`src/hw/coeff_lowpass.svh`:
```
`ifndef COEFF_LOWPASS_SVH
`define COEFF_LOWPASS_SVH

// symmetric low-pass table loaded into bank 2
localparam logic [accel_fir_pkg::sample_w-1:0] lowpass_coeffs [accel_fir_pkg::num_taps] = '{
    16'hFFFE,
    16'hFFF6,
    16'hFFDC,
    16'hFF9E,
    16'hFF2A,
    16'hFE82,
    16'hFDCD,
    16'hFD70,
    16'hFE07,
    16'h0044,
    16'h04AE,
    16'h0B4E,
    16'h1380,
    16'h1BF4,
    16'h22F7,
    16'h26F2,   // centre pair
    16'h26F2,
    16'h22F7,
    16'h1BF4,
    16'h1380,
    16'h0B4E,
    16'h04AE,
    16'h0044,
    16'hFE07,
    16'hFD70,
    16'hFDCD,
    16'hFE82,
    16'hFF2A,
    16'hFF9E,
    16'hFFDC,
    16'hFFF6,
    16'hFFFE
};

`endif

```
`src/hw/accel_fir_pkg.sv`:
```
package accel_fir_pkg;

    localparam int sample_w = 16;   // samples and coefficients
    localparam int num_taps = 32;
    localparam int tap_idx_w = 5;
    localparam int num_banks = 4;
    localparam int bank_w = 2;
    localparam int acc_w = 40;      // 32-bit products plus growth over 32 taps
    localparam int out_shift = 16;  // bank 0 gives unity DC gain

    // axis select of a coefficient write where none means no write
    typedef enum logic [1:0] {
        axis_none,
        axis_x,
        axis_y,
        axis_z
    } axis_t;

    typedef struct packed {
        logic signed [sample_w-1:0] x;
        logic signed [sample_w-1:0] y;
        logic signed [sample_w-1:0] z;
    } axis_triple_t;

    typedef struct packed {
        logic [bank_w-1:0] x;
        logic [bank_w-1:0] y;
        logic [bank_w-1:0] z;
    } bank_sel_t;

    typedef struct packed {
        logic en;
        axis_t axis;
        logic [bank_w-1:0] bank;
        logic [tap_idx_w-1:0] index;
        logic [sample_w-1:0] value;
    } coeff_update_t;

endpackage

```
`src/hw/tap_delay_line.sv`:
```
`timescale 1ns/10ps

module tap_delay_line (
    input  logic sys_clk,
    input  logic reset,
    input  logic shift_en,
    input  accel_fir_pkg::axis_triple_t sample,
    input  logic [accel_fir_pkg::tap_idx_w-1:0] tap_idx,
    output accel_fir_pkg::axis_triple_t tap_samples
);

    accel_fir_pkg::axis_triple_t sample_q;
    accel_fir_pkg::axis_triple_t history [accel_fir_pkg::num_taps];

    // sample is only valid with the strobe and shift_en comes a cycle later
    always_ff @(posedge sys_clk) begin
        sample_q <= sample;
    end

    always_ff @(posedge sys_clk) begin
        if (reset) begin
            for (int i = 0; i < accel_fir_pkg::num_taps; i++) begin
                history[i] <= '0;
            end
        end else if (shift_en) begin
            history[0] <= sample_q;   // newest at tap 0
            for (int i = 1; i < accel_fir_pkg::num_taps; i++) begin
                history[i] <= history[i-1];
            end
        end
    end

    assign tap_samples = history[tap_idx];

endmodule

```
`config.mk`:
```
export PLATFORM = sky130hd
export DESIGN_NAME = tap_delay_line
export DESIGN_NICKNAME = d
export VERILOG_FILES = /design/src/hw/coeff_lowpass.svh /design/src/hw/accel_fir_pkg.sv /design/src/hw/tap_delay_line.sv
export SDC_FILE = /design/constraint.sdc
export NUM_CORES = 2
export LEC_CHECK = 0
export BUFFER_PORTS_ARGS = -buffer_cell sky130_fd_sc_hd__buf_2
export CORE_ASPECT_RATIO = 1.1
export CORE_MARGIN = 1.5
export CORE_UTILIZATION = 68
export DETAILED_ROUTE_END_ITERATION = 7
export GPL_ROUTABILITY_DRIVEN = 0
export GPL_TIMING_DRIVEN = 0
export MAX_ROUTING_LAYER = met4
export PLACE_DENSITY = 0.82
export SLEW_MARGIN = 25
export SYNTH_ARGS = -nofsm -noshare
export SYNTH_HDL_FRONTEND = slang
export SYNTH_SLANG_ARGS = --single-unit
```
`constraint.sdc`:
```
create_clock -name sys_clk -period 62.2 [get_ports sys_clk]
set_input_delay 12.44 -clock sys_clk [delete_from_list [all_inputs] [get_ports sys_clk]]
set_output_delay 12.44 -clock sys_clk [all_outputs]
set_load 0.005 [all_outputs]
```
## Yosys cells after proc, flatten, opt, wreduce, memory -nomap -nowiden

Memory sizes are Yosys's and may differ from the RTL's.
Cells that the tools add are included.

| storage, ports and cells | value |
|---|---|
| bits of input ports | 56 |
| output and inout port bits | 48 |
| register bits | 48 |
| memories | 1 |
| memory bits (writable) | 1536 |
| logic and storage cells | 73 |

| operators by class | value |
|---|---|
| muxes and demuxes | 37 |
| bitwise gates (word level) | 32 |

Memories:

| memory | depth | width | rd ports | clocked after Yosys merged registers in | wr ports | line | text |
|---|---|---|---|---|---|---|---|
| history | 32 | 48 | 32 | 0 | 32 | tap_delay_line.sv:13 | `accel_fir_pkg::axis_triple_t history [accel_fir_pkg::num_taps];` |

Operators with widths:

| operator | number |
|---|---|
| two-way mux 48 bit | 32 |
| bitwise OR 1 bit | 32 |
| two-way mux 1 bit | 5 |

## Longest topological paths before layout

| depth | value |
|---|---|
| depth in word-level cells | 4 |
| gate-level depth with buffers | 8 |
| gate-level depth less buffers | 5 |

## Worst setup path after synthesis

OpenSTA, ideal clock, no wires.

| timing | value |
|---|---|
| path type | in2reg |
| start | input reset |
| end | memory history[0][0] (netlist bit) (enable) |
| path slack | 29534 ps |
| arrival | 31376 ps |
| required time | 60910 ps |
| library setup time | 1290 ps |
| path buffers | 3 |
| cell stages on the path | 4 |
| cell sequence | clkbuf_1 -> clkbuf_1 -> clkbuf_1 -> or2_2 |

RTL lines:

| what | line | text |
|---|---|---|
| start, declared | tap_delay_line.sv:5 | `input logic reset,` |
| end, declared | tap_delay_line.sv:13 |  |

==> impl_metrics.tcl <==
set metrics [dict create \
    cts_tree "built" \
    fmax_mhz 36.21 \
    grt.overflow.total 0 \
    slew_headroom_pct 41.62 \
    fp.dieH_um 341.4 \
    grt_pass1_vias 41080 \
    grt_pass1_wl_um 238500 \
    via_per_inst 5.921 \
    die_area_um2 106100 \
    holdPathStages 1 \
    crit_buf_inv 5 \
    htree_levels 4 \
    vdd_drop_max_mv 0.02734 \
    yosysUniqueCellTypes 22 \
    busiest_layer "met2" \
    maxCapViolCount 0 \
    place.port_buffers 101 \
    clk_path_buf_depth 3 \
    place_inst 6536 \
    met3_usage_pct 4.848 \
    yosysWarningCount 0 \
    crit_slowest_cell "buf_2" \
    fin_crit_sh_pct 44.40 \
    cp-end-kind "output pin" \
    crit_family "buffers and inverters" \
    drc_errors 0 \
    cts_root_buf "clkbuf_16" \
    final.fill_count 6187 \
    synth_area_leaders "edfxtp_1 65%, mux2i_1 11%, and2_1 7.6%, nor2b_1 6.0%, a22oi_1 1.5%" \
    cpMostUsedCell "buf_2" \
    outcome "finished clean" \
    hold_violations 0 \
    coreArea_um2 102800 \
    die_w_um 310.7 \
    cp.required_ns 49.76 \
    r2r_slack_ns 61.34 \
    antenna_found_initial 10 \
    skew_ns 0.01515 \
    min-delay-start "sample_q[16]$_DFF_P_" \
    p_leak_uw 0.03134 \
    drv_slew 0 \
    grt_max_degree 55 \
    drive_gt1_share_pct 8.798 \
    critPathLaunchType "input pin" \
    cp_cell_sequence "buf_2, and2b_1, buf_2, buf_2, buf_2, a21oi_1, nand3_1, nand3_1, buf_2" \
    io_pins 104 \
    crit_fanout 12 \
    clock_power_share_pct 37.2 \
    synthArstFlopShare_pct 0 \
    min_path_type "reg2reg" \
    reg2reg_depth 1 \
    synth_area_per_cell_um2 14.09 \
    arrival_ns 15.17 \
    setup_viol_count_final 0 \
    netlist.area_leader.share_pct 65.14 \
    place_hpwl_um 116700 \
    ys_seq_area_share_pct 66.50 \
    synth_edf_count 1536 \
    wl_um 157500 \
    grt_usage_pct 30.95 \
    via_count 40380 \
    rsz0062_at_grt "no" \
    yosysTopAreaCell "edfxtp_1" \
    internal-power_uw 1825 \
    met2_usage_pct 51.93 \
    hold_path_end "history[0][16]$_SDFFCE_PN0P_" \
    area_delta_synth_final_pct 10.92 \
    finalNetCount 5374 \
    cts_setup_buffers 0 \
    netlist_area_um2 70810 \
    p_sw_uw 535.9 \
    final.min_clock_period_ns 27.61 \
    grtUsageMet1_pct 38.31 \
    swShare_pct 22.70 \
    avgRoutedWirePerCell_um 23.10 \
    num_rows 123 \
    postCtsResizedCells 0 \
    synth_commonest_cells "1536 x edfxtp_1, 865 x and2_1, 768 x mux2i_1" \
    synth.most_common_cell "edfxtp_1" \
    dr.first_iter.drc_count 4167 \
    initial_utilization_pct 68.88 \
    hold_buffers 0 \
    syn_nets 5083 \
    p_seq_share_pct 54.3 \
    cts_buffers 155 \
    worstReg2RegEnd "history[22][16]$_SDFFCE_PP0P_" \
    first_pass_iters 5 \
    clkTransAtPathRegs_ns 0.06 \
    worst_skew_pair.late_latency_ns 0.75 \
    final-instance-count-excl-fill 6820 \
    criticalPathCategory "in2out" \
    worst_pin_slew_ns 0.8690 \
    final_antenna_net_count 0 \
    slowest_delay_ns 0.61 \
    synth_ff_type "edfxtp_1" \
    rr_startpoint "history[21][16]$_SDFFCE_PP0P_" \
    tns_ns 0 \
    clock_sinks 1584 \
    pwr-share-comb_pct 8.5 \
    postSynthCellCount 5027 \
    ys_ff_latch 1584 \
    power_density_nw_per_um2 30.06 \
]
routing by layer:
metal	up-vias	share of wire (%)
met4	0	3.5
met3	285	7.0
met5	-	0
met1	19880	38
li1	18800	-
met2	1419	51
final cells by class:
cell class	count	area, µm²	share of cell area, %
Clock buffer	216	4275	5.443
Multi-Input combinational cell	3082	21800	27.76
Buffer	361	1927	2.453
Timing Repair Buffer	134	1331	1.695
Tap cell	1375	1720	2.190
Antenna cell	12	30.03	0.03823
Clock inverter	56	371.6	0.4731
Sequential cell	1584	47090	59.95
how the worst max path moves through the flow:
| stage | startpoint | to | slack, ns | cells after the start |
|---|---|---|---|---|
| CTS | tap_idx[1] | tap_samples[5] | 34.69 | 9 |
| floorplan | reset | history[0][0]$_SDFFCE_PN0P_ | 29.53 | 4 |
| global route | tap_idx[1] | tap_samples[36] | 34.67 | 9 |
| detailed placement | tap_idx[1] | tap_samples[5] | 34.76 | 9 |
| global placement | reset | history[0][23]$_SDFFCE_PN0P_ | 21.83 | 4 |
| finish | tap_idx[1] | tap_samples[5] | 34.59 | 9 |
cells by family (layout without fill, tap and decap cells):
group / Yosys count / count (layout) / synth area share, %
flip-flops: 1584 / 1584 / 66.50
AND/OR/NAND/NOR: 1882 / 1882 / 15.77
buffers and inverters: 361 / 767 / 2.718
AO/OA/AOI/OAI: 432 / 432 / 4.156
multiplexers: 768 / 768 / 10.86
other: 0 / 12 / 0
power groups by stage:
stage          sequential, µW  combinational, µW  clock (µW)
2_1_floorplan            1330                130           0
3_3_place_gp             1350                184           0
3_5_place_dp             1300                198           0
4_1_cts                  1280                200         884
5_1_grt                  1290                215         925
6_report                 1280                201         879
state kept, by name (all words and copies together), names as in the netlist:
| register | cells |
|---|---|
| history | 1536 |
| sample_q | 48 |
per-stage QoR:
step           util, %  hold WS (ns)  setup slack [ns]  total power, µW  cell area, µm²
4_1_cts          76.37        0.5038             34.69             2366           78510
3_3_place_gp     71.04        0.4837             21.83             1533           73040
5_1_grt          76.39        0.5120             34.67             2430           78540
2_1_floorplan        -        0.4822             29.53             1458           70810
6_report         76.40        0.5011             34.59             2361           78540
3_5_place_dp     71.85        0.4892             34.76             1501           73860
cell usage in the layout (no fill, tap or decap), types with 2 or more instances in the layout:
cell	count
a31oi_1	48
and2_1	865
nor3_1	48
clkinvlp_4	2
edfxtp_1	1536
diode_2	12
buf_6	29
clkbuf_8	4
dfxtp_1	48
clkinv_2	18
buf_1	9
clkbuf_2	2
buf_16	22
nand2b_1	2
a22o_1	96
clkbuf_1	251
nand2_1	145
nor2b_1	674
clkinv_1	31
buf_2	172
buf_12	11
nand3_1	144
bufinv_16	5
buf_4	40
a22oi_1	144
buf_8	10
mux2i_1	768
clkbuf_16	161
a21oi_1	144
Power figures use the tool's default switching activity.
