==> src/hw/coeff_lowpass.svh <==
`ifndef COEFF_LOWPASS_SVH
`define COEFF_LOWPASS_SVH

// symmetric low-pass table loaded into bank 2
localparam logic [accel_fir_pkg::sample_w-1:0] lowpass_coeffs [accel_fir_pkg::num_taps] = '{
    16'hFFFE,
    16'hFFF6,
    16'hFFDC,
    16'hFF9E,
    16'hFF2A,
    16'hFE82,
    16'hFDCD,
    16'hFD70,
    16'hFE07,
    16'h0044,
    16'h04AE,
    16'h0B4E,
    16'h1380,
    16'h1BF4,
    16'h22F7,
    16'h26F2,   // centre pair
    16'h26F2,
    16'h22F7,
    16'h1BF4,
    16'h1380,
    16'h0B4E,
    16'h04AE,
    16'h0044,
    16'hFE07,
    16'hFD70,
    16'hFDCD,
    16'hFE82,
    16'hFF2A,
    16'hFF9E,
    16'hFFDC,
    16'hFFF6,
    16'hFFFE
};

`endif

==> src/hw/accel_fir_pkg.sv <==
package accel_fir_pkg;

    localparam int sample_w = 16;   // samples and coefficients
    localparam int num_taps = 32;
    localparam int tap_idx_w = 5;
    localparam int num_banks = 4;
    localparam int bank_w = 2;
    localparam int acc_w = 40;      // 32-bit products plus growth over 32 taps
    localparam int out_shift = 16;  // bank 0 gives unity DC gain

    // axis select of a coefficient write where none means no write
    typedef enum logic [1:0] {
        axis_none,
        axis_x,
        axis_y,
        axis_z
    } axis_t;

    typedef struct packed {
        logic signed [sample_w-1:0] x;
        logic signed [sample_w-1:0] y;
        logic signed [sample_w-1:0] z;
    } axis_triple_t;

    typedef struct packed {
        logic [bank_w-1:0] x;
        logic [bank_w-1:0] y;
        logic [bank_w-1:0] z;
    } bank_sel_t;

    typedef struct packed {
        logic en;
        axis_t axis;
        logic [bank_w-1:0] bank;
        logic [tap_idx_w-1:0] index;
        logic [sample_w-1:0] value;
    } coeff_update_t;

endpackage

==> src/hw/fir_mac_engine.sv <==
`timescale 1ns/10ps

module fir_mac_engine (
    input  logic sys_clk,
    input  logic reset,
    input  logic start,
    input  accel_fir_pkg::axis_triple_t tap_samples,
    input  accel_fir_pkg::axis_triple_t tap_coeffs,
    output logic [accel_fir_pkg::tap_idx_w-1:0] tap_idx,
    output logic done,
    output accel_fir_pkg::axis_triple_t filtered
);

    localparam int top_w = accel_fir_pkg::acc_w - accel_fir_pkg::out_shift
                           - accel_fir_pkg::sample_w + 1;
    localparam int msb = accel_fir_pkg::out_shift + accel_fir_pkg::sample_w - 1;

    logic run;
    logic last_tap;
    logic signed [accel_fir_pkg::acc_w-1:0] acc_x;
    logic signed [accel_fir_pkg::acc_w-1:0] acc_y;
    logic signed [accel_fir_pkg::acc_w-1:0] acc_z;
    logic signed [accel_fir_pkg::acc_w-1:0] next_x;
    logic signed [accel_fir_pkg::acc_w-1:0] next_y;
    logic signed [accel_fir_pkg::acc_w-1:0] next_z;

    // arithmetic shift by out_shift and clamp to the signed sample range
    function automatic logic signed [accel_fir_pkg::sample_w-1:0] scale_sat(
        input logic signed [accel_fir_pkg::acc_w-1:0] a
    );
        logic [top_w-1:0] top;
        top = a[accel_fir_pkg::acc_w-1:msb];
        if (top == '0 || top == '1) begin
            scale_sat = a[msb:accel_fir_pkg::out_shift];
        end else if (a[accel_fir_pkg::acc_w-1]) begin
            scale_sat = {1'b1, {(accel_fir_pkg::sample_w-1){1'b0}}};
        end else begin
            scale_sat = {1'b0, {(accel_fir_pkg::sample_w-1){1'b1}}};
        end
    endfunction

    // operands sign-extend to acc_w before the multiply
    assign next_x = acc_x + $signed(tap_samples.x) * $signed(tap_coeffs.x);
    assign next_y = acc_y + $signed(tap_samples.y) * $signed(tap_coeffs.y);
    assign next_z = acc_z + $signed(tap_samples.z) * $signed(tap_coeffs.z);

    assign last_tap = (tap_idx == accel_fir_pkg::tap_idx_w'(accel_fir_pkg::num_taps - 1));

    always_ff @(posedge sys_clk) begin
        if (start) begin
            acc_x <= '0;
            acc_y <= '0;
            acc_z <= '0;
        end else if (run) begin
            acc_x <= next_x;
            acc_y <= next_y;
            acc_z <= next_z;
        end
    end

    always_ff @(posedge sys_clk) begin
        if (reset) begin
            run <= 1'b0;
            tap_idx <= '0;
            done <= 1'b0;
            filtered <= '0;
        end else begin
            done <= 1'b0;
            if (start) begin
                run <= 1'b1;
                tap_idx <= '0;
            end else if (run) begin
                tap_idx <= tap_idx + 1'b1;   // wraps back to 0 after the last tap
                if (last_tap) begin
                    run <= 1'b0;
                    done <= 1'b1;
                    filtered.x <= scale_sat(next_x);
                    filtered.y <= scale_sat(next_y);
                    filtered.z <= scale_sat(next_z);
                end
            end
        end
    end

    // the sequencer waits for done before the next start
    assert property (@(posedge sys_clk) disable iff (reset)
        start |-> !run);

endmodule

==> config.mk <==
export PLATFORM = sky130hd
export DESIGN_NAME = fir_mac_engine
export DESIGN_NICKNAME = d
export VERILOG_FILES = /design/src/hw/coeff_lowpass.svh /design/src/hw/accel_fir_pkg.sv /design/src/hw/fir_mac_engine.sv
export SDC_FILE = /design/constraint.sdc
export NUM_CORES = 2
export LEC_CHECK = 0
export ABC_CLOCK_PERIOD_IN_PS = 17000
export BUFFER_PORTS_ARGS = -buffer_cell sky130_fd_sc_hd__buf_2
export CAP_MARGIN = 15
export CELL_PAD_IN_SITES_DETAIL_PLACEMENT = 1
export CELL_PAD_IN_SITES_GLOBAL_PLACEMENT = 2
export CORE_ASPECT_RATIO = 0.6
export CORE_UTILIZATION = 45
export CTS_BUF_LIST = sky130_fd_sc_hd__clkbuf_16
export DETAILED_ROUTE_END_ITERATION = 8
export PLACE_DENSITY = 0.95
export SKIP_LAST_GASP = 1
export SLEW_MARGIN = 20
export SYNTH_ARGS = -nofsm -noshare
export SYNTH_HDL_FRONTEND = slang
export SYNTH_SLANG_ARGS = --single-unit
==> constraint.sdc <==
create_clock -name sys_clk -period 17 [get_ports sys_clk]
set_clock_uncertainty 0.1 [all_clocks]
set_input_delay 0 -clock sys_clk [delete_from_list [all_inputs] [get_ports sys_clk]]
set_output_delay 0 -clock sys_clk [all_outputs]
set_load 0.02 [all_outputs]
# After elaboration in Yosys (flattened, before gate mapping)
# Cells that the tools add are included.
# word_totals
romBits	0
output_inout_bits	54
mem_count	0
mem_bits_rw	0
ff_bits	175
latch_bits	0
# op_classes
order_cmp	0
bitwise_logic	2
n_addsub	4
n_div	0
multipliers	3
reduce_logical	9
n_eq_ne	4
n_shift	0
mux	10
# op_table
cell	n
40-bit by 32-bit adder with 40-bit output	3
16-bit by 16-bit multiplier with 32-bit output	3
16-bit two-way mux	6
9-bit equality test (second input constant)	3
9-bit zero test	3
5-bit by 1-bit adder with 5-bit output (second input constant)	1
5-bit equality test (second input constant)	1
1-bit two-way mux	4
1-bit logical OR	3
3-bit AND reduction	1
3-bit OR reduction	1
1-bit NOT	2
2-bit OR reduction	1

# Longest topological paths before layout
# depth
depth_word	5
mapped_depth	27
depth_no_buf	25

# Least setup slack after synthesis
# No wires, ideal clock.
# synth_path
path_kind	input port to flip-flop
startpoint	input port tap_coeffs[33] in the netlist's numbering
endpoint	register filtered[40] in the netlist's numbering
cell_stages	23
arrival_time_ns	6.616
setup_ns	0.140
n_path_buf	2
t_required_ns	16.760
slack_ns	10.144
cell_sequence	clkbuf_1 nand2_1 inv_1 fa_1 fa_1 fa_1 fa_1 fa_1 inv_1 fa_1 inv_1 ha_1 nand2_1 o31a_1 and4_1 or3_1 and2_1 xnor2_2 nor3_1 nand4_1 o41ai_4 buf_6 a211oi_2
# synth_via
elab_chain_cells	5
elab_cells_between_ends	7
# synth_lines
item	line	rtl
from (decl)	fir_mac_engine.sv:8	input accel_fir_pkg::axis_triple_t tap_coeffs,
16-bit by 16-bit multiplier with 32-bit output (*)	fir_mac_engine.sv:43	assign next_x = acc_x + $signed(tap_samples.x) * $signed(tap_coeffs.x);
40-bit by 32-bit adder with 40-bit output (*)	fir_mac_engine.sv:43	
9-bit equality test / 9-bit zero test (equally long branches)	fir_mac_engine.sv:33	if (top == '0 || top == '1) begin
1-bit logical OR	fir_mac_engine.sv:33	
16-bit two-way mux (*)	fir_mac_engine.sv:33	
to (decl)	fir_mac_engine.sv:11	output accel_fir_pkg::axis_triple_t filtered
# Every way passes the cells marked *; elsewhere a longest branch is shown, timed or not.
# A chain may end at the register's enable or synchronous reset.

# Final worst setup path
# layout_path
startpoint	input port tap_samples[47] in the netlist's numbering
endpoint	register filtered[36] in the netlist's numbering
# layout_via
elab_chain_cells	5
elab_cells_between_ends	7
# layout_lines
item	line	rtl
from (decl)	fir_mac_engine.sv:7	input accel_fir_pkg::axis_triple_t tap_samples,
16-bit by 16-bit multiplier with 32-bit output (*)	fir_mac_engine.sv:43	
40-bit by 32-bit adder with 40-bit output (*)	fir_mac_engine.sv:43	
9-bit equality test / 9-bit zero test (equally long branches)	fir_mac_engine.sv:33	
1-bit logical OR	fir_mac_engine.sv:33	
16-bit two-way mux (*)	fir_mac_engine.sv:33	
# Marks and branches as above.

==> qor.yml <==
status: "finished clean"
grt_max_degree: 58
maxSlewHeadroom: 0.2707
routed_via_density: 5.332
worst-path-buf-inv: 4
path_common_cell: "fa_1"
syn_nets: 6196
final_cells: 6093
setup_tns_ns: 0
final-hold-violation-count: 0
yosys-mux-area-fraction: 0.02155
cts-htree-levels: 4
drc: 0
endpoint_kind: "register"
wl_mm: 133.4
avgSynthCellArea_um2: 9.187
cts_tree: "yes"
place_inst: 6058
cts_num_sinks: 175
path_depth: 23
die-height_um: 243.5
cts_resized: 0
cts.path.max_buffers: 2
worst_setup_path_start_kind: "input port"
finalSetupViolCount: 0
first_global_vias: 36410
synthAdderAreaFrac: 0.5525
grt_antenna_before_repair: 2
rsz0062_at_grt: "no"
crit_chain: "buf_2 > nand2_1 > inv_1 > fa_1 > fa_1 > fa_1 > fa_1 > fa_1 > inv_1 > fa_1 > inv_1 > ha_1 > nand2_1 > nor3_1 > a22o_1 > o31ai_1 > a21oi_1 > a31oi_1 > xnor2_1 > nand4_1 > o41ai_4 > nand2_1 > a211oi_1"
cpLargestDelayFamily: "adder cells"
synth_compound_area_frac: 0.06801
drt_iter0_drc: 2412
min-delay-path-class: "in -> reg"
syn_inst: 4760
cts_root_buf: "clkbuf_16"
ys_warn_count: 0
synth-edff-count: 0
r2r_start: "acc_z[15]$_SDFFE_PP0P_"
nFillCells: 11220
dpl_cell_area_um2: 45570
worst-path-max-fanout: 16
r2r-end: "filtered[0]$_SDFFE_PP0P_"
endpoint: "filtered[36]$_SDFFE_PP0P_"
holdBufCountCts: 2
clk_latency_ns: 0.53
r2r_setup_slack_ns: 9.61
grt_pass1_wl_mm: 216.4
synth_xor_xnor_area_share: 0.02538
numCtsBuffers: 17
cts_setup_buffers: 0
ant_nets: 0
ios: 153
design.core.area_um2: 96230
worstRegToRegCells: 21
die_w_um: 404.4
worst_path_max_delay_cell: "fa_1"
grt-ovfl-total: 0
grt.total_usage: 0.2867
synth-simple-area-share: 0.1394
clkTransAtPathRegs_ns: 0.09
wire_per_inst_um: 21.89
ys_ff_latch: 175
path_class: "in -> reg"
fin_area_um2: 46210
async_reset_ff_frac: 0
dr.pass1.iters: 5
fin_crit_sh: 0.4646
arrival_ns: 8.23
detailroute.via_count: 32490
setup.worst_path.start: "tap_samples[47]"
numPortBuffers: 152
worst-slew-pin-transition_ns: 1.090
placementRows: 88
cap_violations: 0
start_util: 0.4544
hpwlAfterDp_mm: 114.0
synth_seq_area_share: 0.08011
gp_congestion: 0.9249
final.min_clock_period_ns: 7.897
slowest_delay_ns: 0.92
ys_types: 79
nets: 6210
drive_above_1_share: 0.05369
synth_top_family_by_area: "adder cells"
dieArea_um2: 98470
maxSlewViolCount: 0
required_ns: 17.33
synthFlopType: "dfxtp_1"
max_freq_mhz: 126.6
syn_to_final_growth_pct: 5.662
synth_area_um2: 43730
[layout by cell type, fill, tap and decap left out, types with 18 or more instances in the layout]
| cell | instances |
|---|---|
| inv_1 | 1132 |
| fa_1 | 990 |
| nand2_1 | 506 |
| ha_1 | 347 |
| and2_1 | 344 |
| nor2_1 | 282 |
| dfxtp_1 | 174 |
| buf_2 | 151 |
| a21oi_1 | 138 |
| mux2i_1 | 93 |
| xnor2_1 | 83 |
| o21ai_0 | 49 |
| a211oi_1 | 42 |
| nand3_1 | 42 |
| xor2_1 | 40 |
| a21o_1 | 34 |
| nor3_1 | 28 |
| nand4_1 | 22 |
| a31oi_1 | 19 |
| o21bai_1 | 18 |
[worst reg2reg max path, delay by kind of cell, from the launching register on]
| kind | cells | cell delay [ns] |
|---|---|---|
| fa+ha+maj | 6 | 2.89 |
| compound gates | 6 | 2.12 |
| simple gates | 4 | 1.41 |
| flops | 1 | 0.34 |
| buf+inv | 4 | 0.23 |
| xor+xnor | 1 | 0.20 |
[cell usage after synthesis, types with 7 or more instances]
cell | number | area [um2]
a211oi_1 | 42 | 315.3
a211oi_2 | 10 | 125.1
a21o_1 | 34 | 255.2
a21oi_1 | 138 | 690.7
a311oi_1 | 7 | 61.31
a311oi_2 | 9 | 135.1
a31oi_1 | 19 | 118.9
and2_1 | 344 | 2152
and3_1 | 8 | 50.05
buf_1 | 13 | 48.80
buf_2 | 8 | 40.04
clkbuf_1 | 150 | 563.0
dfxtp_1 | 175 | 3503
fa_1 | 990 | 19820
ha_1 | 347 | 4342
inv_1 | 1133 | 4253
mux2i_1 | 93 | 930.9
nand2_1 | 506 | 1899
nand2_2 | 9 | 56.30
nand2b_1 | 14 | 87.58
nand3_1 | 42 | 210.2
nand4_1 | 22 | 137.6
nor2_1 | 282 | 1059
nor2b_1 | 8 | 50.05
nor3_1 | 29 | 145.1
nor4_1 | 7 | 43.79
o211ai_1 | 13 | 97.59
o21a_1 | 14 | 105.1
o21ai_0 | 49 | 245.2
o21ai_1 | 10 | 50.05
o21bai_1 | 18 | 135.1
or2_2 | 7 | 43.79
or3_1 | 7 | 43.79
xnor2_1 | 83 | 727.0
xor2_1 | 40 | 350.3
[flip-flops by register name (all words and copies together), names as in the netlist]
signal,count
filtered,48
acc_x,40
acc_y,40
acc_z,40
tap_idx,5
done,1
run,1
[how the worst min path moves through the flow]
| stage | from | to | slack [ns] | cells past startpoint |
|---|---|---|---|---|
| global placement | done$_SDFF_PP0_ | done | 0.32 | 1 |
| global route | tap_samples[32] | acc_x[0]$_SDFFE_PP0P_ | 0.16 | 5 |
| CTS | tap_coeffs[0] | acc_z[0]$_SDFFE_PP0P_ | 0.08 | 5 |
| floorplan | reset | filtered[15]$_SDFFE_PP0P_ | 0.23 | 2 |
| finish | tap_samples[32] | acc_x[1]$_SDFFE_PP0P_ | 0.11 | 5 |
| detailed placement | done$_SDFF_PP0_ | done | 0.33 | 1 |
[per-stage QoR]
stage          hold slack [ns]    util  setup slack [ns]
2_1_floorplan           0.2257       -             10.14
3_3_place_gp            0.3239  0.4735             8.948
3_5_place_dp            0.3291  0.4736             8.649
4_1_cts                0.08217  0.4801             9.176
5_1_grt                 0.1577  0.4801             8.657
6_report                0.1147  0.4801             9.103
[cell families (layout without fill, tap and decap cells)]
| kind of cell | after synthesis | in the layout |
|---|---|---|
| other | 0 | 1 |
| flip-flops | 175 | 175 |
| adder cells (fa/ha/maj) | 1337 | 1337 |
| AND/OR/NAND/NOR | 1297 | 1297 |
| AO/OA/AOI/OAI | 424 | 424 |
| multiplexers | 94 | 94 |
| buffers and inverters | 1308 | 1335 |
| XOR/XNOR | 125 | 125 |
[routing by layer]
metal / wire length, um / vias to the layer above / track usage
met4: 2558 / 6 / 0.05938
met5: 67 / - / 0.003411
met1: 64340 / 17020 / 0.4450
li1: - / 14300 / -
met3: 10420 / 125 / 0.06085
met2: 55990 / 1039 / 0.4068
[final cells by class]
type	count	area, um2	share of cell area
Timing Repair Buffer	169	895.9	0.01939
Tap cell	1305	1633	0.03534
Inverter	1134	4257	0.09212
Clock inverter	15	185.2	0.004008
Sequential cell	175	3507	0.07590
Multi-Input combinational cell	3277	35300	0.7640
Clock buffer	17	425.4	0.009207
Antenna cell	1	2.502	0.00005416
Power is not shown: default switching activity piles up to over one toggle a cycle in this logic, so the estimate is an artifact.
